## src/design/fetch_pkg.sv

```systemverilog
package fetch_pkg;

    // trap bus, one bit per exception cause
    localparam int unsigned TRAP_LEN = 16;

    // bit indices follow the riscv mcause codes
    localparam int unsigned TRAP_INST_ADDR_MISALIGNED = 0;
    localparam int unsigned TRAP_INST_ACCESS_FAULT    = 1;
    localparam int unsigned TRAP_INST_PAGE_FAULT      = 12;

    // privilege levels, encoded as in mstatus.mpp
    typedef enum logic [1:0] {
        PRIV_U = 2'b00,
        PRIV_S = 2'b01,
        PRIV_M = 2'b11
    } priv_e;

    // fetch unit states
    // misaligned pc jumps from IDLE straight to RESP
    typedef enum logic [1:0] {
        IDLE  = 2'd0,
        XLATE = 2'd1,
        READ  = 2'd2,
        RESP  = 2'd3
    } fetch_state_e;

endpackage

```

## src/design/sv32_pkg.sv

```systemverilog
package sv32_pkg;

    // pte flag bits
    localparam int unsigned PTE_V = 0;
    localparam int unsigned PTE_R = 1;
    localparam int unsigned PTE_W = 2;
    localparam int unsigned PTE_X = 3;
    localparam int unsigned PTE_U = 4;

    // ppn fields of a pte
    localparam int unsigned PTE_PPN0_LSB = 10;
    localparam int unsigned PTE_PPN0_W   = 10;
    localparam int unsigned PTE_PPN1_LSB = 20;
    localparam int unsigned PTE_PPN1_W   = 12;

    // 4 KiB page and 4 MiB superpage offsets
    localparam int unsigned PAGE_OFFSET_W      = 12;
    localparam int unsigned SUPERPAGE_OFFSET_W = 22;
    localparam int unsigned VPN_W              = 10;

    // walker states
    typedef enum logic [1:0] {
        W_IDLE = 2'd0,
        W_L1   = 2'd1,
        W_L0   = 2'd2,
        W_DONE = 2'd3
    } walk_state_e;

    // axi rresp codes
    typedef enum logic [1:0] {
        OKAY   = 2'b00,
        EXOKAY = 2'b01,
        SLVERR = 2'b10,
        DECERR = 2'b11
    } resp_e;

endpackage

```

## src/design/mem_rd_if.sv

```systemverilog
`timescale 1ns/1ps

interface mem_rd_if #(
    parameter int ADDR_W = 32
) ();

    // request, transfers on valid and ready
    logic              req_valid;
    logic              req_ready;
    logic [ADDR_W-1:0] req_addr;

    // single-cycle response pulse
    logic              resp_valid;
    logic [31:0]       resp_data;
    // set for slverr or decerr
    logic              resp_err;

    modport requester (
        output req_valid, req_addr,
        input  req_ready, resp_valid, resp_data, resp_err
    );

    modport server (
        input  req_valid, req_addr,
        output req_ready, resp_valid, resp_data, resp_err
    );

endinterface

```

## src/design/sv32_walker.sv

```systemverilog
`timescale 1ns/1ps

module sv32_walker import fetch_pkg::*, sv32_pkg::*; #(
    parameter int ADDR_W = 32
) (
    input  logic              clk,
    input  logic              rst,
    input  logic              satp_mode_i,
    input  logic [21:0]       satp_ppn_i,
    input  priv_e             priv_i,
    input  logic              xlate_req_i,
    input  logic [31:0]       vaddr_i,
    output logic              xlate_done_o,
    output logic [ADDR_W-1:0] paddr_o,
    output logic              xlate_pf_o,
    output logic              xlate_af_o,
    input  logic              flush_i,
    mem_rd_if.requester       rd
);

    walk_state_e       state_q, state_d;
    logic              req_q, pend_q, pf_q, af_q;
    logic [ADDR_W-1:0] addr_q, paddr_q;
    logic [31:0]       pte;
    logic              bypass, rd_fire, resp_take;
    logic              pte_bad, pte_leaf, perm_fault, super_misaligned;
    logic              issue, finish, pf_d, af_d;
    logic [33:0]       addr_d, pa_d;

    assign pte = rd.resp_data;
    // machine mode or bare satp skip the walk
    assign bypass = !satp_mode_i || (priv_i == PRIV_M);

    // no new request until the previous response came back
    assign rd.req_valid = req_q && !pend_q;
    assign rd.req_addr  = addr_q;
    assign rd_fire      = rd.req_valid && rd.req_ready;
    // a response seen while our own request still waits is stale
    assign resp_take    = rd.resp_valid && pend_q && !req_q;

    // invalid, or reserved w without r
    assign pte_bad          = !pte[PTE_V] || (pte[PTE_W] && !pte[PTE_R]);
    assign pte_leaf         = pte[PTE_R] || pte[PTE_X];
    // u page only from user mode, s page never from user mode
    assign perm_fault       = !pte[PTE_X] || (pte[PTE_U] != (priv_i == PRIV_U));
    assign super_misaligned = |pte[PTE_PPN0_LSB +: PTE_PPN0_W];

    always_comb begin
        state_d = state_q;
        issue   = 1'b0;
        finish  = 1'b0;
        pf_d    = 1'b0;
        af_d    = 1'b0;
        // level 1 pte at satp.ppn * 4096 + vpn1 * 4
        addr_d  = {satp_ppn_i, vaddr_i[SUPERPAGE_OFFSET_W +: VPN_W], 2'b00};
        pa_d    = {2'b00, vaddr_i};
        case (state_q)
            W_IDLE: begin
                if (xlate_req_i) begin
                    if (bypass) begin
                        finish = 1'b1;
                    end else begin
                        issue   = 1'b1;
                        state_d = W_L1;
                    end
                end
            end
            W_L1: begin
                if (resp_take) begin
                    if (rd.resp_err) begin
                        finish = 1'b1;
                        af_d   = 1'b1;
                    end else if (pte_bad) begin
                        finish = 1'b1;
                        pf_d   = 1'b1;
                    end else if (pte_leaf) begin
                        // superpage leaf
                        finish = 1'b1;
                        pf_d   = perm_fault || super_misaligned;
                        pa_d   = {pte[PTE_PPN1_LSB +: PTE_PPN1_W],
                                  vaddr_i[SUPERPAGE_OFFSET_W-1:0]};
                    end else begin
                        // pointer, go one level down
                        issue   = 1'b1;
                        addr_d  = {pte[PTE_PPN0_LSB +: PTE_PPN0_W + PTE_PPN1_W],
                                   vaddr_i[PAGE_OFFSET_W +: VPN_W], 2'b00};
                        state_d = W_L0;
                    end
                end
            end
            W_L0: begin
                if (resp_take) begin
                    finish = 1'b1;
                    if (rd.resp_err) begin
                        af_d = 1'b1;
                    end else if (pte_bad || !pte_leaf) begin
                        pf_d = 1'b1;
                    end else begin
                        pf_d = perm_fault;
                        pa_d = {pte[PTE_PPN0_LSB +: PTE_PPN0_W + PTE_PPN1_W],
                                vaddr_i[PAGE_OFFSET_W-1:0]};
                    end
                end
            end
            default: begin
                state_d = W_IDLE;
            end
        endcase
        if (finish) begin
            state_d = W_DONE;
        end
        if (flush_i) begin
            state_d = W_IDLE;
        end
    end

    always_ff @(posedge clk or posedge rst) begin
        if (rst) begin
            state_q <= W_IDLE;
            req_q   <= 1'b0;
            pend_q  <= 1'b0;
            pf_q    <= 1'b0;
            af_q    <= 1'b0;
        end else begin
            state_q <= state_d;
            if (flush_i) begin
                req_q <= 1'b0;
            end else if (issue) begin
                req_q <= 1'b1;
            end else if (rd_fire) begin
                req_q <= 1'b0;
            end
            // outstanding read survives a flush
            if (rd_fire) begin
                pend_q <= 1'b1;
            end else if (rd.resp_valid) begin
                pend_q <= 1'b0;
            end
            if (finish) begin
                pf_q <= pf_d;
                af_q <= af_d;
            end
        end
    end

    always_ff @(posedge clk) begin
        if (issue) begin
            addr_q <= addr_d[ADDR_W-1:0];
        end
        if (finish) begin
            paddr_q <= pa_d[ADDR_W-1:0];
        end
    end

    assign xlate_done_o = (state_q == W_DONE);
    assign paddr_o      = paddr_q;
    assign xlate_pf_o   = pf_q;
    assign xlate_af_o   = af_q;

endmodule

```

## src/design/mem_arbiter.sv

```systemverilog
`timescale 1ns/1ps

module mem_arbiter import sv32_pkg::*; #(
    parameter int ADDR_W = 32
) (
    input  logic              clk,
    input  logic              rst,
    mem_rd_if.server          walk_rd,
    mem_rd_if.server          fetch_rd,
    output logic [ADDR_W-1:0] m_araddr_o,
    output logic              m_arvalid_o,
    input  logic              m_arready_i,
    input  logic [31:0]       m_rdata_i,
    input  logic [1:0]        m_rresp_i,
    input  logic              m_rvalid_i,
    output logic              m_rready_o
);

    logic              arvalid_q, rready_q, resp_q, owner_q;
    logic [ADDR_W-1:0] araddr_q;
    logic [31:0]       rdata_q;
    logic              rerr_q;
    logic              busy, walk_win, fetch_win, r_beat;
    resp_e             rresp;

    // one read at a time, from grant until the response pulse
    assign busy = arvalid_q || rready_q || resp_q;

    // walker wins ties
    assign walk_rd.req_ready  = !busy;
    assign fetch_rd.req_ready = !busy && !walk_rd.req_valid;
    assign walk_win  = walk_rd.req_valid && walk_rd.req_ready;
    assign fetch_win = fetch_rd.req_valid && fetch_rd.req_ready;

    assign rresp  = resp_e'(m_rresp_i);
    assign r_beat = m_rvalid_i && rready_q;

    always_ff @(posedge clk or posedge rst) begin
        if (rst) begin
            arvalid_q <= 1'b0;
            rready_q  <= 1'b0;
            resp_q    <= 1'b0;
            owner_q   <= 1'b0;
        end else begin
            // ar goes out the cycle after the grant
            if (walk_win || fetch_win) begin
                arvalid_q <= 1'b1;
                rready_q  <= 1'b1;
                owner_q   <= fetch_win;
            end else if (arvalid_q && m_arready_i) begin
                arvalid_q <= 1'b0;
            end
            if (r_beat) begin
                rready_q <= 1'b0;
            end
            // response pulse also frees the channel
            resp_q <= r_beat;
        end
    end

    always_ff @(posedge clk) begin
        if (walk_win) begin
            araddr_q <= walk_rd.req_addr;
        end else if (fetch_win) begin
            araddr_q <= fetch_rd.req_addr;
        end
        if (r_beat) begin
            rdata_q <= m_rdata_i;
            rerr_q  <= (rresp == SLVERR) || (rresp == DECERR);
        end
    end

    assign m_araddr_o  = araddr_q;
    assign m_arvalid_o = arvalid_q;
    assign m_rready_o  = rready_q;

    // route the beat back to whoever owns the grant
    assign walk_rd.resp_valid  = resp_q && !owner_q;
    assign fetch_rd.resp_valid = resp_q && owner_q;
    assign walk_rd.resp_data   = rdata_q;
    assign fetch_rd.resp_data  = rdata_q;
    assign walk_rd.resp_err    = rerr_q;
    assign fetch_rd.resp_err   = rerr_q;

endmodule

```

## src/design/fetch_unit.sv

```systemverilog
`timescale 1ns/1ps

module fetch_unit import fetch_pkg::*; #(
    parameter int ADDR_W = 32
) (
    input  logic                clk,
    input  logic                rst,
    input  logic [31:0]         fetch_pc_i,
    input  logic                fetch_valid_i,
    output logic                fetch_ready_o,
    input  logic                fetch_flush_i,
    input  logic                fetch_ready_i,
    output logic                fetch_valid_o,
    output logic [31:0]         fetch_addr_o,
    output logic [31:0]         fetch_inst_o,
    output logic [TRAP_LEN-1:0] fetch_trap_o,
    output logic                xlate_req_o,
    output logic [31:0]         vaddr_o,
    input  logic                xlate_done_i,
    input  logic [ADDR_W-1:0]   paddr_i,
    input  logic                xlate_pf_i,
    input  logic                xlate_af_i,
    mem_rd_if.requester         rd
);

    fetch_state_e        state_q, state_d;
    logic                ready_q, rd_req_q, discard_q;
    logic [31:0]         pc_q, inst_q;
    logic [ADDR_W-1:0]   paddr_q;
    logic [TRAP_LEN-1:0] trap_q;
    logic                accept, misaligned, xlate_ok, rd_fire, own_resp;

    // flush beats a new request in the same cycle
    assign fetch_ready_o = ready_q && !fetch_flush_i;
    assign accept        = fetch_valid_i && fetch_ready_o;
    assign misaligned    = |fetch_pc_i[1:0];
    assign xlate_ok      = xlate_done_i && !xlate_pf_i && !xlate_af_i;

    // hold the request back while a flushed read is still out
    assign rd.req_valid = rd_req_q && !discard_q;
    assign rd.req_addr  = paddr_q;
    assign rd_fire      = rd.req_valid && rd.req_ready;
    assign own_resp     = rd.resp_valid && !discard_q && (state_q == READ) && !rd_req_q;

    always_comb begin
        state_d = state_q;
        case (state_q)
            IDLE: begin
                if (accept) begin
                    state_d = misaligned ? RESP : XLATE;
                end
            end
            XLATE: begin
                if (xlate_done_i) begin
                    state_d = xlate_ok ? READ : RESP;
                end
            end
            READ: begin
                if (own_resp) begin
                    state_d = RESP;
                end
            end
            default: begin
                // hold the response until taken
                if (fetch_ready_i) begin
                    state_d = IDLE;
                end
            end
        endcase
        if (fetch_flush_i) begin
            state_d = IDLE;
        end
    end

    always_ff @(posedge clk or posedge rst) begin
        if (rst) begin
            state_q   <= IDLE;
            ready_q   <= 1'b0;
            rd_req_q  <= 1'b0;
            discard_q <= 1'b0;
        end else begin
            state_q <= state_d;
            ready_q <= (state_d == IDLE);
            if (fetch_flush_i) begin
                rd_req_q <= 1'b0;
            end else if ((state_q == XLATE) && xlate_ok) begin
                rd_req_q <= 1'b1;
            end else if (rd_fire) begin
                rd_req_q <= 1'b0;
            end
            // read in flight at flush time, swallow its response
            if (fetch_flush_i && (state_q == READ) && (!rd_req_q || rd_fire)
                    && !rd.resp_valid) begin
                discard_q <= 1'b1;
            end else if (rd.resp_valid) begin
                discard_q <= 1'b0;
            end
        end
    end

    always_ff @(posedge clk) begin
        if (accept) begin
            pc_q   <= fetch_pc_i;
            inst_q <= '0;
            trap_q <= '0;
            trap_q[TRAP_INST_ADDR_MISALIGNED] <= misaligned;
        end
        if ((state_q == XLATE) && xlate_done_i) begin
            paddr_q <= paddr_i;
            trap_q[TRAP_INST_PAGE_FAULT]   <= xlate_pf_i;
            trap_q[TRAP_INST_ACCESS_FAULT] <= xlate_af_i;
        end
        // bus error gives an access fault and a zero word
        if (own_resp) begin
            trap_q[TRAP_INST_ACCESS_FAULT] <= rd.resp_err;
            inst_q <= rd.resp_err ? '0 : rd.resp_data;
        end
    end

    assign fetch_valid_o = (state_q == RESP);
    assign fetch_addr_o  = pc_q;
    assign fetch_inst_o  = inst_q;
    assign fetch_trap_o  = trap_q;
    assign xlate_req_o   = (state_q == XLATE);
    assign vaddr_o       = pc_q;

endmodule

```

## src/design/fetch_top.sv

```systemverilog
`timescale 1ns/1ps

module fetch_top import fetch_pkg::*; #(
    parameter int ADDR_W = 32
) (
    input  logic                clk,
    input  logic                rst,
    input  logic [31:0]         fetch_pc_i,
    input  logic                fetch_valid_i,
    output logic                fetch_ready_o,
    input  logic                satp_mode_i,
    input  logic [21:0]         satp_ppn_i,
    input  priv_e               priv_i,
    input  logic                fetch_flush_i,
    output logic                fetch_valid_o,
    output logic [31:0]         fetch_addr_o,
    output logic [31:0]         fetch_inst_o,
    output logic [TRAP_LEN-1:0] fetch_trap_o,
    input  logic                fetch_ready_i,
    output logic [ADDR_W-1:0]   m_araddr_o,
    output logic                m_arvalid_o,
    input  logic                m_arready_i,
    input  logic [31:0]         m_rdata_i,
    input  logic [1:0]          m_rresp_i,
    input  logic                m_rvalid_i,
    output logic                m_rready_o
);

    // fetch unit to walker
    logic              xlate_req, xlate_done, xlate_pf, xlate_af;
    logic [31:0]       vaddr;
    logic [ADDR_W-1:0] paddr;

    // both share the one axi read port
    mem_rd_if #(.ADDR_W(ADDR_W)) walk_rd ();
    mem_rd_if #(.ADDR_W(ADDR_W)) fetch_rd ();

    fetch_unit #(.ADDR_W(ADDR_W)) fetch_unit_i (
        .clk           (clk),
        .rst           (rst),
        .fetch_pc_i    (fetch_pc_i),
        .fetch_valid_i (fetch_valid_i),
        .fetch_ready_o (fetch_ready_o),
        .fetch_flush_i (fetch_flush_i),
        .fetch_ready_i (fetch_ready_i),
        .fetch_valid_o (fetch_valid_o),
        .fetch_addr_o  (fetch_addr_o),
        .fetch_inst_o  (fetch_inst_o),
        .fetch_trap_o  (fetch_trap_o),
        .xlate_req_o   (xlate_req),
        .vaddr_o       (vaddr),
        .xlate_done_i  (xlate_done),
        .paddr_i       (paddr),
        .xlate_pf_i    (xlate_pf),
        .xlate_af_i    (xlate_af),
        .rd            (fetch_rd.requester)
    );

    sv32_walker #(.ADDR_W(ADDR_W)) walker_i (
        .clk          (clk),
        .rst          (rst),
        .satp_mode_i  (satp_mode_i),
        .satp_ppn_i   (satp_ppn_i),
        .priv_i       (priv_i),
        .xlate_req_i  (xlate_req),
        .vaddr_i      (vaddr),
        .xlate_done_o (xlate_done),
        .paddr_o      (paddr),
        .xlate_pf_o   (xlate_pf),
        .xlate_af_o   (xlate_af),
        .flush_i      (fetch_flush_i),
        .rd           (walk_rd.requester)
    );

    mem_arbiter #(.ADDR_W(ADDR_W)) arbiter_i (
        .clk         (clk),
        .rst         (rst),
        .walk_rd     (walk_rd.server),
        .fetch_rd    (fetch_rd.server),
        .m_araddr_o  (m_araddr_o),
        .m_arvalid_o (m_arvalid_o),
        .m_arready_i (m_arready_i),
        .m_rdata_i   (m_rdata_i),
        .m_rresp_i   (m_rresp_i),
        .m_rvalid_i  (m_rvalid_i),
        .m_rready_o  (m_rready_o)
    );

endmodule

```

## config.mk

```make
export PLATFORM = sky130hd
export DESIGN_NAME = fetch_top
export DESIGN_NICKNAME = d
export VERILOG_FILES = /design/src/design/fetch_pkg.sv /design/src/design/sv32_pkg.sv /design/src/design/mem_rd_if.sv /design/src/design/sv32_walker.sv /design/src/design/mem_arbiter.sv /design/src/design/fetch_unit.sv /design/src/design/fetch_top.sv
export SDC_FILE = /design/constraint.sdc
export NUM_CORES = 1
export LEC_CHECK = 0
export BUFFER_PORTS_ARGS = -buffer_cell sky130_fd_sc_hd__buf_2
export CORE_MARGIN = 2
export CORE_UTILIZATION = 30
export CTS_CLUSTER_SIZE = 40
export DETAILED_ROUTE_END_ITERATION = 10
export PLACE_DENSITY = 0.48
export REMOVE_ABC_BUFFERS = 1
export SLEW_MARGIN = 20
export SYNTH_ARGS = -nofsm -noshare
export SYNTH_HDL_FRONTEND = slang
export SYNTH_SLANG_ARGS = --single-unit
```

## constraint.sdc

```tcl
create_clock -name clk -period 4.1 [get_ports clk]
set_input_delay 0.205 -clock clk [delete_from_list [all_inputs] [get_ports clk]]
set_output_delay 0.205 -clock clk [all_outputs]
set_load 0.005 [all_outputs]
```

==> results.sh <==
export IMPL_drive_gt1_frac=0.380
export IMPL_vias=5491
export IMPL_p_seq_frac=0.494
export IMPL_io_buffers=197
export IMPL_start_util=0.303
export IMPL_synth_avg_cell_area_sq_um=17.7
export IMPL_period_share=0.657
export IMPL_synthArstFlopShare=0.0622
export IMPL_clock_fmax_ghz=0.371
export IMPL_path_class="flop to flop"
export IMPL_synthSimpleGateAreaFrac=0.0629
export IMPL_grt_start_max_net_pins=35
export IMPL_hpwlAfterDp_mm=14.8
export IMPL_finish_net_count=918
export IMPL_clk_latency_ns=0.54
export IMPL_netlist_instances=520
export IMPL_die_height_um=179
export IMPL_p_int_w=0.00459
export IMPL_grt_usage=0.142
export IMPL_drc_errors=0
export IMPL_wire_per_inst_um=18.8
export IMPL_synth_adder_area_share=0.00681
export IMPL_synth_top_family_by_area="multiplexers"
export IMPL_cts_buffers=28
export IMPL_first_iter_violations=372
export IMPL_p_switching_w=0.00129
export IMPL_cts_root_buffer="clkbuf_16"
export IMPL_path_clk_slew_ns=0.06
export IMPL_cp_start_kind="flop"
export IMPL_leakagePower_nw=4.65
export IMPL_finalSetupTns_ns=0
export IMPL_synth_area_sq_mm=0.00919
export IMPL_cp_required_ns=4.50
export IMPL_die_area_sq_mm=0.0321
export IMPL_cp_max_fo=13
export IMPL_synthToLayoutAreaGrowth_pct=34.4
export IMPL_cts_tree="built"
export IMPL_clockBufferDepth=3
export IMPL_yosys_register_bits=241
export IMPL_worstMarginPinSlew_ns=1.02
export IMPL_htree_levels=1
export IMPL_worstSetupEndpointType="flop"
export IMPL_p_per_area_mw_per_mm2=476
export IMPL_skew_ns=0.00779
export IMPL_ant_nets=0
export IMPL_rows=64
export IMPL_p_comb_frac=0.081
export IMPL_routed_wirelength_mm=23.2
export IMPL_synth_edf_count=226
export IMPL_grt_pass1_wl_mm=33.3
export IMPL_slew_viol_final=0
export IMPL_antenna_found_initial=0
export IMPL_grt_pass1_vias=5519
export IMPL_diodes=0
export IMPL_clock_sinks=241
export IMPL_worstReg2RegStart="walker_i.state_q[0]"
export IMPL_post_cts_buffers=0
export IMPL_viasPerCell=4.45
export IMPL_worstHoldStart="satp_ppn_i[4]"
export IMPL_ir_worst_vdd_uv=267
export IMPL_slew_headroom=0.319
export IMPL_grt_overflow=0
export IMPL_final_hold_violation_count=0
export IMPL_hold_class="input port to flop"
export IMPL_final_util=0.407
export IMPL_synthXorXnorAreaFrac=0.000953
export IMPL_synthMuxAreaShare=0.0747
export IMPL_num_io_pins=214
export IMPL_coreArea_sq_mm=0.0303
export IMPL_die_w_um=179
export IMPL_synthFlopType="edfxtp_1"
export IMPL_synth_compound_area_share=0.0429
export IMPL_synthDistinctLibCells=44
export IMPL_pwr_share_clk=0.424
export IMPL_status="finished clean"
export IMPL_drtPass1Iterations=5
export IMPL_crit_arrival_ns=3.10
export IMPL_netSwitchingFraction=0.220
export IMPL_seq_area_frac_synth=0.779
export IMPL_cap_violations=0
export IMPL_fin_crit_ns=2.69
export IMPL_yosysWarnings=0
export IMPL_routabilityCongestion=0.809
export IMPL_setup_worst_path_start="walker_i.state_q[0]"
export IMPL_setup_viol=0
export IMPL_holdWs_ns=0.0417
export IMPL_rsz0062_at_grt="false"
power groups by stage:
stage	logic [W]	registers (W)	clock network [W]
2_1_floorplan	0.000219	0.00294	0
3_3_place_gp	0.000404	0.00295	0
3_5_place_dp	0.000420	0.00296	0
4_1_cts	0.000486	0.00291	0.00257
5_1_grt	0.000533	0.00292	0.00267
6_report	0.000477	0.00291	0.00250
per-stage QoR:
stage | setup WS, ns | total power, W | cells | area [sq um]
global route | 1.23 | 0.00613 | 1233 | 12400
floorplan | 0.340 | 0.00316 | 494 | 8990
CTS | 1.39 | 0.00597 | 1233 | 12400
finish | 1.41 | 0.00588 | 1233 | 12400
global placement | 1.50 | 0.00336 | 1092 | 10500
detailed placement | 1.40 | 0.00338 | 1092 | 10500
registers in the layout, indices dropped and copies added (netlist names):
register / cells
fetch_unit_i.state_q: 2
arbiter_i.m_araddr_o: 32
arbiter_i.fetch_rd.resp_err: 1
walker_i.rd.req_addr: 30
walker_i.req_q: 1
fetch_unit_i.discard_q: 1
arbiter_i.fetch_rd.resp_data: 32
fetch_unit_i.fetch_trap_o: 3
fetch_unit_i.rd.req_addr: 32
fetch_unit_i.rd_req_q: 1
walker_i.xlate_pf_o: 1
arbiter_i.resp_q: 1
fetch_unit_i.fetch_addr_o: 32
walker_i.paddr_o: 32
arbiter_i.owner_q: 1
walker_i.state_q: 2
arbiter_i.m_rready_o: 1
fetch_unit_i.fetch_inst_o: 32
arbiter_i.m_arvalid_o: 1
walker_i.xlate_af_o: 1
fetch_unit_i.ready_q: 1
walker_i.pend_q: 1
path summary, 6_finish.rpt:
path                                                end  slack [ns]  cells after the start
min                            walker_i.rd.req_addr[16]        0.04                      2
max in group asynchronous         fetch_unit_i.rd_req_q        3.41                      3
max reg2reg                        walker_i.paddr_o[19]        1.41                      5
max                                walker_i.paddr_o[19]        1.41                      5
min reg2reg                fetch_unit_i.rd.req_addr[13]        0.42                      0
min in group asynchronous        fetch_unit_i.discard_q        0.29                      3
kinds of logic (layout without fill, tap and decap cells):
group	count (synthesis)	after routing
multiplexers	61	61
flip-flops	241	241
buffers and inverters	52	357
XOR/XNOR	1	1
adder cells (fa/ha/maj)	5	5
other	1	13
AO/OA/AOI/OAI	62	62
AND/OR/NAND/NOR	97	97
synthesized netlist by cell type, types with 2 or more instances:
| cell | count | area [sq um] |
|---|---|---|
| buf_2 | 6 | 30.0 |
| buf_4 | 25 | 188 |
| a31oi_1 | 3 | 18.8 |
| nor4_1 | 4 | 25.0 |
| nand2_1 | 16 | 60.1 |
| and3_1 | 2 | 12.5 |
| nor3b_1 | 2 | 15.0 |
| o21ai_0 | 21 | 105 |
| and2_1 | 36 | 225 |
| a211oi_1 | 3 | 22.5 |
| a21bo_2 | 2 | 20.0 |
| and2b_1 | 2 | 15.0 |
| clkbuf_1 | 6 | 22.5 |
| dfrtp_1 | 15 | 375 |
| a22o_1 | 10 | 87.6 |
| inv_1 | 14 | 52.6 |
| nor2_1 | 11 | 41.3 |
| nand3b_1 | 3 | 22.5 |
| nand3_1 | 2 | 10.0 |
| a21oi_1 | 16 | 80.1 |
| nand4_1 | 3 | 18.8 |
| edfxtp_1 | 226 | 6790 |
| nor2b_1 | 5 | 31.3 |
| nor3_1 | 3 | 15.0 |
| mux2_2 | 61 | 687 |
| ha_1 | 5 | 62.6 |
placed cells by master (no fill, tap or decap), types with 4 or more instances in the layout:
master and instances:
ha_1 5, edfxtp_1 226, clkinv_1 8, nor2b_1 5, and2_1 35, a22o_1 10, mux2_2 61, clkinv_2 6
nand2_1 13, o21ai_0 19, dlygate4sd3_1 89, clkbuf_1 4, a21oi_1 16, buf_2 197, buf_4 5, conb_1 13
bufinv_16 4, dfrtp_1 15, inv_1 11, clkbuf_16 29, nor2_1 10, nor4_1 4
area by class of cell:
type / instances / area, sq um
clock inverter: 19 / 188
multi-input combinational: 239 / 1800
clock buffer: 33 / 741
sequential: 241 / 7160
tap: 396 / 495
timing repair buffer: 291 / 1910
fill: 2792 / 18000
inverter: 14 / 52.6
worst max-delay path, stage by stage (launching register included):
cell and delay (ns):
dfrtp_1 0.45, inv_1 0.13, ha_1 0.35, nand3_1 0.42, nor3_2 0.95, a22o_1 0.24
routing by layer:
layer / global-route usage / wire, um
met1: 0.198 / 10400
met2: 0.229 / 10700
met3: 0.0276 / 1620
met4: 0.0342 / 500
met5: 0 / 0
repair_timing:
action / CTS / global route
setup endpoints to repair: 0 / 0
resized for setup: 0 / 0
hold endpoints to repair: 108 / 0
hold buffers: 89 / 0
Note: power is estimated with default switching activity, not from simulation.
